**src/replay_gate_pkg.sv**
```systemverilog
/* shared widths, bounds and types for the record/replay gate
   import into every module that needs the trace entry or counter sizes */

package replay_gate_pkg;

  ////////////////////////////////////////////////////////////////////////////
  // sizes
  ////////////////////////////////////////////////////////////////////////////

  // width of one recorded data beat
  localparam int DATA_WIDTH = 16;
  // number of event channels in a trace entry
  localparam int LOGE_CNT = 2;

  // worst-case gap between runtime and replay counts on one channel
  // skid entries plus the output register plus some slack
  localparam int SKID_DEPTH = 2;
  localparam int OUT_REG_DEPTH = 1;
  localparam int OTF_MARGIN = 3;
  localparam int ON_THE_FLY_CNT = SKID_DEPTH + OUT_REG_DEPTH + OTF_MARGIN;

  // both counts stay on the same half circle, so the msb works as a sign
  localparam int PKT_CNT_WIDTH = $clog2(2 * ON_THE_FLY_CNT);

  // channel whose ready the ready replayer regenerates
  localparam int READY_LOGE_IDX = 1;

  ////////////////////////////////////////////////////////////////////////////
  // types
  ////////////////////////////////////////////////////////////////////////////

  // one event mark per channel
  typedef logic [LOGE_CNT-1:0] loge_vec_t;

  // one trace entry, optional beat plus event marks
  typedef struct packed {
    logic                  logb_valid;
    logic [DATA_WIDTH-1:0] logb_data;
    loge_vec_t             loge;
  } replay_entry_t;

  // skid buffer occupancy
  typedef enum logic [1:0] {EMPTY, BUSY, FULL} skid_state_e;

endpackage

```
**src/hb_diff_counter.sv**
```systemverilog
/* per-channel runtime-minus-replay difference counters for happen-before
   checks; exposes the sign before and after the replay subtraction */

`timescale 1ns/1ps

module hb_diff_counter (
  input  logic                       i_clk,
  input  logic                       i_rstn,
  input  replay_gate_pkg::loge_vec_t i_rt_loge,
  input  replay_gate_pkg::loge_vec_t i_sub_loge,
  output replay_gate_pkg::loge_vec_t o_behind_pre,
  output replay_gate_pkg::loge_vec_t o_behind_post
);
  import replay_gate_pkg::*;

  // running difference, runtime count minus replay count
  logic [PKT_CNT_WIDTH-1:0] diff_q    [LOGE_CNT];
  // after this cycle's runtime pulse only
  logic [PKT_CNT_WIDTH-1:0] diff_pre  [LOGE_CNT];
  // after runtime pulse and replay mark
  logic [PKT_CNT_WIDTH-1:0] diff_post [LOGE_CNT];

  for (genvar i = 0; i < LOGE_CNT; i++) begin : g_chan
    assign diff_pre[i]  = diff_q[i] + PKT_CNT_WIDTH'(i_rt_loge[i]);
    assign diff_post[i] = diff_pre[i] - PKT_CNT_WIDTH'(i_sub_loge[i]);

    // msb set means the runtime side is still behind the replay side
    assign o_behind_pre[i]  = diff_pre[i][PKT_CNT_WIDTH-1];
    assign o_behind_post[i] = diff_post[i][PKT_CNT_WIDTH-1];

    // wraps freely, the gap never exceeds half the counter range
    always_ff @(posedge i_clk) begin
      if (!i_rstn) begin
        diff_q[i] <= '0;
      end else begin
        diff_q[i] <= diff_post[i];
      end
    end
  end

endmodule

```
**src/replay_skid_buffer.sv**
```systemverilog
/* two-entry skid buffer for trace entries, head register plus spare register
   entries without a data beat retire from the head after one cycle */

`timescale 1ns/1ps

module replay_skid_buffer (
  input  logic                                clk,
  input  logic                                rstn,
  input  logic                                i_push_valid,
  input  replay_gate_pkg::replay_entry_t      i_push_entry,
  output logic                                o_push_ready,
  input  logic                                i_pop_logb,
  output logic [replay_gate_pkg::DATA_WIDTH-1:0] o_head_data,
  output logic                                o_head_logb_next,
  output logic                                o_nonempty_next,
  output replay_gate_pkg::loge_vec_t          o_load_loge
);
  import replay_gate_pkg::*;

  ////////////////////////////////////////////////////////////////////////////
  // occupancy FSM
  //   EMPTY -load-> BUSY -fill-> FULL
  //   FULL -flush-> BUSY -unload-> EMPTY, BUSY -flow-> BUSY
  ////////////////////////////////////////////////////////////////////////////

  skid_state_e   state;
  skid_state_e   state_next;

  // head and spare storage
  logic          head_logb;
  replay_entry_t spare;

  logic          push;
  logic          pop;
  logic          retire_nobeat;
  logic          load_en;
  replay_entry_t load_entry;

  assign push = i_push_valid && o_push_ready;
  // head without a beat only carries marks, it leaves on the next edge
  assign retire_nobeat = (state != EMPTY) && !head_logb;
  assign pop = i_pop_logb || retire_nobeat;

  always_comb begin
    state_next = state;
    case (state)
      EMPTY: begin
        // load
        if (push) begin
          state_next = BUSY;
        end
      end
      BUSY: begin
        // fill or unload, flow and idle stay put
        if (push && !pop) begin
          state_next = FULL;
        end else if (!push && pop) begin
          state_next = EMPTY;
        end
      end
      FULL: begin
        // flush, push cannot happen here since ready is low
        if (pop) begin
          state_next = BUSY;
        end
      end
      default: state_next = EMPTY;
    endcase
  end

  always_ff @(posedge clk) begin
    if (!rstn) begin
      state <= EMPTY;
    end else begin
      state <= state_next;
    end
  end

  ////////////////////////////////////////////////////////////////////////////
  // datapath
  ////////////////////////////////////////////////////////////////////////////

  // new head comes from the spare on flush, else straight from the input
  assign load_entry = (state == FULL) ? spare : i_push_entry;
  assign load_en = (state_next == BUSY) && ((state == FULL) || push);

  // marks of the entry entering the head, counted against runtime now
  assign o_load_loge = load_en ? load_entry.loge : '0;
  assign o_head_logb_next = load_en ? load_entry.logb_valid : head_logb;
  assign o_nonempty_next = (state_next != EMPTY);

  // spare only takes an entry on fill
  always_ff @(posedge clk) begin
    if ((state == BUSY) && (state_next == FULL)) begin
      spare <= i_push_entry;
    end
  end

  always_ff @(posedge clk) begin
    if (load_en) begin
      o_head_data <= load_entry.logb_data;
    end
  end

  always_ff @(posedge clk) begin
    if (!rstn) begin
      head_logb <= 1'b0;
    end else begin
      head_logb <= o_head_logb_next;
    end
  end

  // registered ready, low only while full next cycle
  always_ff @(posedge clk) begin
    if (!rstn) begin
      o_push_ready <= 1'b0;
    end else begin
      o_push_ready <= (state_next != FULL);
    end
  end

endmodule

```
**src/valid_replayer.sv**
```systemverilog
/* replays recorded data beats on a valid/ready output, each beat held back
   until every channel's runtime event count has reached its replay count */

`timescale 1ns/1ps

module valid_replayer (
  input  logic                                   clk,
  input  logic                                   rstn,
  input  logic                                   i_trace_valid,
  input  replay_gate_pkg::replay_entry_t         i_trace_entry,
  output logic                                   o_trace_ready,
  input  replay_gate_pkg::loge_vec_t             i_rt_loge,
  output logic                                   o_out_valid,
  input  logic                                   i_out_ready,
  output logic [replay_gate_pkg::DATA_WIDTH-1:0] o_out_data
);
  import replay_gate_pkg::*;

  loge_vec_t load_loge;
  loge_vec_t behind_post;
  logic      head_logb_next;
  logic      nonempty_next;
  logic      out_xfer;

  assign out_xfer = o_out_valid && i_out_ready;

  replay_skid_buffer u_skid (
    .clk              (clk),
    .rstn             (rstn),
    .i_push_valid     (i_trace_valid),
    .i_push_entry     (i_trace_entry),
    .o_push_ready     (o_trace_ready),
    .i_pop_logb       (out_xfer),
    .o_head_data      (o_out_data),
    .o_head_logb_next (head_logb_next),
    .o_nonempty_next  (nonempty_next),
    .o_load_loge      (load_loge)
  );

  // marks count as soon as their entry reaches the head
  hb_diff_counter u_hb (
    .i_clk         (clk),
    .i_rstn        (rstn),
    .i_rt_loge     (i_rt_loge),
    .i_sub_loge    (load_loge),
    .o_behind_pre  (),
    .o_behind_post (behind_post)
  );

  ////////////////////////////////////////////////////////////////////////////
  // gate
  ////////////////////////////////////////////////////////////////////////////

  // registered from next-state terms so the gate stays off the output path
  always_ff @(posedge clk) begin
    if (!rstn) begin
      o_out_valid <= 1'b0;
    end else begin
      o_out_valid <= nonempty_next && head_logb_next && !(|behind_post);
    end
  end

endmodule

```
**src/ready_replayer.sv**
```systemverilog
/* takes loge masks from the ready-path trace under happen-before and
   regenerates a registered ready for channel READY_LOGE_IDX */

`timescale 1ns/1ps

module ready_replayer (
  input  logic                       clk,
  input  logic                       rstn,
  input  logic                       i_rdy_valid,
  input  replay_gate_pkg::loge_vec_t i_rdy_loge,
  output logic                       o_rdy_taken,
  input  replay_gate_pkg::loge_vec_t i_rt_loge,
  output logic                       o_ready
);
  import replay_gate_pkg::*;

  loge_vec_t behind_pre;
  loge_vec_t behind_post;
  loge_vec_t sub_loge;
  logic      take;

  // accept a mask once runtime has caught up everywhere, this cycle included
  assign o_rdy_taken = !(|behind_pre);
  assign take = i_rdy_valid && o_rdy_taken;
  assign sub_loge = take ? i_rdy_loge : '0;

  hb_diff_counter u_hb (
    .i_clk         (clk),
    .i_rstn        (rstn),
    .i_rt_loge     (i_rt_loge),
    .i_sub_loge    (sub_loge),
    .o_behind_pre  (behind_pre),
    .o_behind_post (behind_post)
  );

  // ready stays up while the selected channel still owes runtime events
  // visible one cycle after the mask is taken
  always_ff @(posedge clk) begin
    if (!rstn) begin
      o_ready <= 1'b0;
    end else begin
      o_ready <= behind_post[READY_LOGE_IDX];
    end
  end

endmodule

```
**src/replay_gate_top.sv**
```systemverilog
/* record/replay gate top level, data-beat replayer and ready replayer side by
   side, both watching the same runtime event marks */

`timescale 1ns/1ps

module replay_gate_top (
  input  logic                                   clk,
  input  logic                                   rstn,
  // trace entries in
  input  logic                                   i_trace_valid,
  input  replay_gate_pkg::replay_entry_t         i_trace_entry,
  output logic                                   o_trace_ready,
  // runtime event pulses, no back-pressure
  input  replay_gate_pkg::loge_vec_t             i_rt_loge,
  // replayed beats out
  output logic                                   o_out_valid,
  input  logic                                   i_out_ready,
  output logic [replay_gate_pkg::DATA_WIDTH-1:0] o_out_data,
  // ready-path masks in
  input  logic                                   i_rdy_valid,
  input  replay_gate_pkg::loge_vec_t             i_rdy_loge,
  output logic                                   o_rdy_taken,
  // regenerated ready
  output logic                                   o_ready
);

  valid_replayer u_valid (
    .clk           (clk),
    .rstn          (rstn),
    .i_trace_valid (i_trace_valid),
    .i_trace_entry (i_trace_entry),
    .o_trace_ready (o_trace_ready),
    .i_rt_loge     (i_rt_loge),
    .o_out_valid   (o_out_valid),
    .i_out_ready   (i_out_ready),
    .o_out_data    (o_out_data)
  );

  // same runtime marks, separate replay count
  ready_replayer u_ready (
    .clk         (clk),
    .rstn        (rstn),
    .i_rdy_valid (i_rdy_valid),
    .i_rdy_loge  (i_rdy_loge),
    .o_rdy_taken (o_rdy_taken),
    .i_rt_loge   (i_rt_loge),
    .o_ready     (o_ready)
  );

endmodule

```
**config.mk**
```make
export PLATFORM = sky130hd
export DESIGN_NAME = replay_gate_top
export DESIGN_NICKNAME = d
export VERILOG_FILES = /design/src/replay_gate_pkg.sv /design/src/hb_diff_counter.sv /design/src/replay_skid_buffer.sv /design/src/valid_replayer.sv /design/src/ready_replayer.sv /design/src/replay_gate_top.sv
export SDC_FILE = /design/constraint.sdc
export NUM_CORES = 1
export LEC_CHECK = 0
export BUFFER_PORTS_ARGS = -buffer_cell sky130_fd_sc_hd__buf_2
export CORE_ASPECT_RATIO = 1.4
export CORE_UTILIZATION = 30
export CTS_CLUSTER_SIZE = 12
export DETAILED_ROUTE_END_ITERATION = 6
export GPL_TIMING_DRIVEN = 0
export PLACE_DENSITY = 0.51
export RECOVER_POWER = 50
export SKIP_LAST_GASP = 1
export SLEW_MARGIN = 15
export SYNTH_ARGS = -nofsm -noshare
export SYNTH_HDL_FRONTEND = slang
export SYNTH_HIERARCHICAL = 1
export SYNTH_SLANG_ARGS = --single-unit
```
**constraint.sdc**
```tcl
create_clock -name clk -period 2.3 [get_ports clk]
set_input_delay 0.115 -clock clk [delete_from_list [all_inputs] [get_ports clk]]
set_output_delay 0.115 -clock clk [all_outputs]
set_load 0.01 [all_outputs]
```
==> impl_results.md <==
- Area of the core: 0.008149 mm^2
- Total Wirelength: 4400 um
- NetSw: 648.8 uW
- Yosys Warn Count: 6
- Dpl hpwl: 3075 um
- Post-Syn Instances: 191
- I/O pins: 48
- Number of CTS-inserted buffers: 9
- Crit path max fanout: 10
- Number of buffer and inverter stages on the critical path: 2
- CP Class: reg -> reg
- FP Rows: 39
- First-pass GRT wire length: 7493 um
- Final worst clock skew: 0.005424 ns
- Worst-margin pin slew: 1.101 ns
- Pwr Total: 2735 uW
- Die ar.: 0.008776 mm^2
- Port buffer count: 47
- Via-per-instance ratio: 4.386
- Post-CTS setup buffers: 0
- Util after Layout: 0.4069
- Setup TNS: 0 ns
- Peak supply drop: 0.3786 mV
- Starting Density: 0.3092
- WP data arrival: 2.32 ns
- PwrDens: 824.9 mW/mm^2
- Unrepaired setup endpoints after global routing: false
- Minimum clock period: 2.069 ns
- Family with the most delay on the worst path: simple AND/OR/NAND/NOR gates
- Most common cell on crit path: nor2_1
- Crit-path slowest cell: dfxtp_1
- CP Launch Point: u_valid/u_skid/state[0]
- Startpoint types: flop
- Gr ovfl total: 0
- DRT Pass-1 Iters: 4
- Clock slew seen by the registers of the worst setup and hold paths: 0.05 ns
- Max-slew violation count: 0
- Leak: 0.001335 uW
- Clk sinks: 57
- Status: finished, final reports clean
- 1st-iter DRT viols: 65
- Clock Path Buffers: 2
- Final period utilization: 0.8994
- H-tree depth: 3
- Switch share: 0.2372
- Hold Path Class: in -> reg
- CP Cell Sequence: and2b_4 -> clkbuf_4 -> mux2i_1 -> nor2_1 -> ha_1 -> nand2b_1 -> nor2_1 -> xnor2_1 -> buf_4 -> nand4b_1 -> nor2_1
- Clk pwr share: 0.419
- Die X: 79.46 um
- Root Driver: clkbuf_16
- All-Layer GR Usage: 0.1134
- DP Area: 0.002909 mm^2
- Gate power share: 0.139
- Endpoint class of the critical path: flop
- Layout cells sized above 1: 0.1898
- Maximum number of pins on one net before global-route repair: 17
- Remaining routing DRC violations: 0
- Origin of the critical flop-to-flop path: u_valid/u_skid/state[0]
- Layout net count: 313
- Syn_nets: 235
- CP required: 2.55 ns
- # setup viols final: 0
- Mapped Avg Cell Area: 13.19 um^2
- Max-Cap Viols: 0
- WHS: 0.1581 ns
- Hold path start: rstn
- Vias in the first global route: 1682
- Clock Latency Late Sink: 0.32 ns
- Max-slew headroom: 0.2605
- Final ANT Viol Nets: 0
- Via count: 1649
- Synth-to-layout area growth: 31.58%
- Int Power: 2086 uW
- Initial antenna violation count: 0
- Placer Congestion: 0.6686
- Final hold viol count: 0
- Post-route cell area: 0.003316 mm^2
- Reg power frac: 0.443
- Fmax: 0.4834 GHz
- CTS tree: built
- WL per Instance: 11.70 um
- Fillers: 800
- Die Ht: 110.4 um
- Antenna diode count: 0
- Slowest stage delay, CP: 0.33 ns
- Syn Std Cell Area: 0.002520 mm^2
[layer usage]
layer | global-route usage | part of all wire | wire length (um)
met5 | 0 | 0 | 0
met4 | 0.06545 | 0.029 | 129
met3 | 0.03223 | 0.054 | 238
met2 | 0.1949 | 0.50 | 2210
met1 | 0.1201 | 0.41 | 1823
[stage by stage]
| stage | instances | worst slack (ns) |
|---|---|---|
| floorplan | 191 | 0.3504 |
| global placement | 340 | 0.02999 |
| detailed placement | 341 | 0.09274 |
| CTS | 376 | 0.07529 |
| global route | 376 | 0.03041 |
| finish | 376 | 0.2315 |
[flip-flops by register name, indices dropped and copies added (netlist names)]
signal,flops
u_ready/o_ready,1
u_ready/u_hb/diff_q,8
u_valid/o_out_valid,1
u_valid/u_hb/diff_q,8
u_valid/u_skid/head_logb,1
u_valid/u_skid/o_head_data,16
u_valid/u_skid/o_push_ready,1
u_valid/u_skid/spare,19
u_valid/u_skid/state,2
[layout make-up]
class | instances | area [um^2] | area share
flip-flops and latches | 57 | 1493 | 0.4502
inverters | 13 | 48.80 | 0.01472
clock buffers | 10 | 229.0 | 0.06906
multi-input cells | 116 | 954.7 | 0.2879
well taps | 102 | 127.6 | 0.03849
clock inverters | 6 | 35.03 | 0.01057
plain buffers | 5 | 33.78 | 0.01019
repair buffers | 67 | 394.1 | 0.1189
[power groups by stage]
stage                     Clock (uW)  Sequential [uW]  Combinational, uW
after floorplan                    0             1240                255
after global placement             0             1230                366
after detailed placement           0             1230                371
after CTS                       1190             1210                400
after global routing            1240             1220                442
final                           1150             1210                379
[worst paths after layout]
kind,endpoint,slack [ns],depth (start not counted)
worst min-delay path,u_valid/u_skid/state[0],0.16,2
worst max-delay path,u_valid/o_out_valid,0.23,11
worst min register to register,u_valid/u_skid/head_logb,0.51,2
worst max register to register,u_valid/o_out_valid,0.23,11
[worst reg2reg max path: stages (launching register included)]
cell	delay, ns
dfxtp_1	0.33
and2b_4	0.28
clkbuf_4	0.23
mux2i_1	0.21
nor2_1	0.07
ha_1	0.21
nand2b_1	0.10
nor2_1	0.06
xnor2_1	0.13
buf_4	0.13
nand4b_1	0.16
nor2_1	0.09
[repair_timing]
action                                 4_1_cts  5_1_grt
setup endpoints to repair                    0        2
hold buffers                                19        0
gates resized for setup                      0        3
endpoints found under the hold margin       19        0
[layout by cell type (no fill, tap or decap), drive strengths merged]
cell type / count
nor2: 22
nand2b: 5
mux2: 19
or2: 1
xor2: 8
and3b: 1
dfxtp: 22
mux2i: 7
nand3: 4
buf: 14
ha: 16
dlygate4sd3: 19
nand3b: 1
nor2b: 1
nor3: 2
o21ai: 4
and2: 3
and2b: 1
clkinv: 4
nand4b: 1
or3: 4
edfxtp: 35
o21a: 2
a21oi: 2
nand2: 3
and4bb: 2
inv: 13
clkbuf: 49
clkinvlp: 2
xnor2: 7
(Power assumes the default switching activity.)
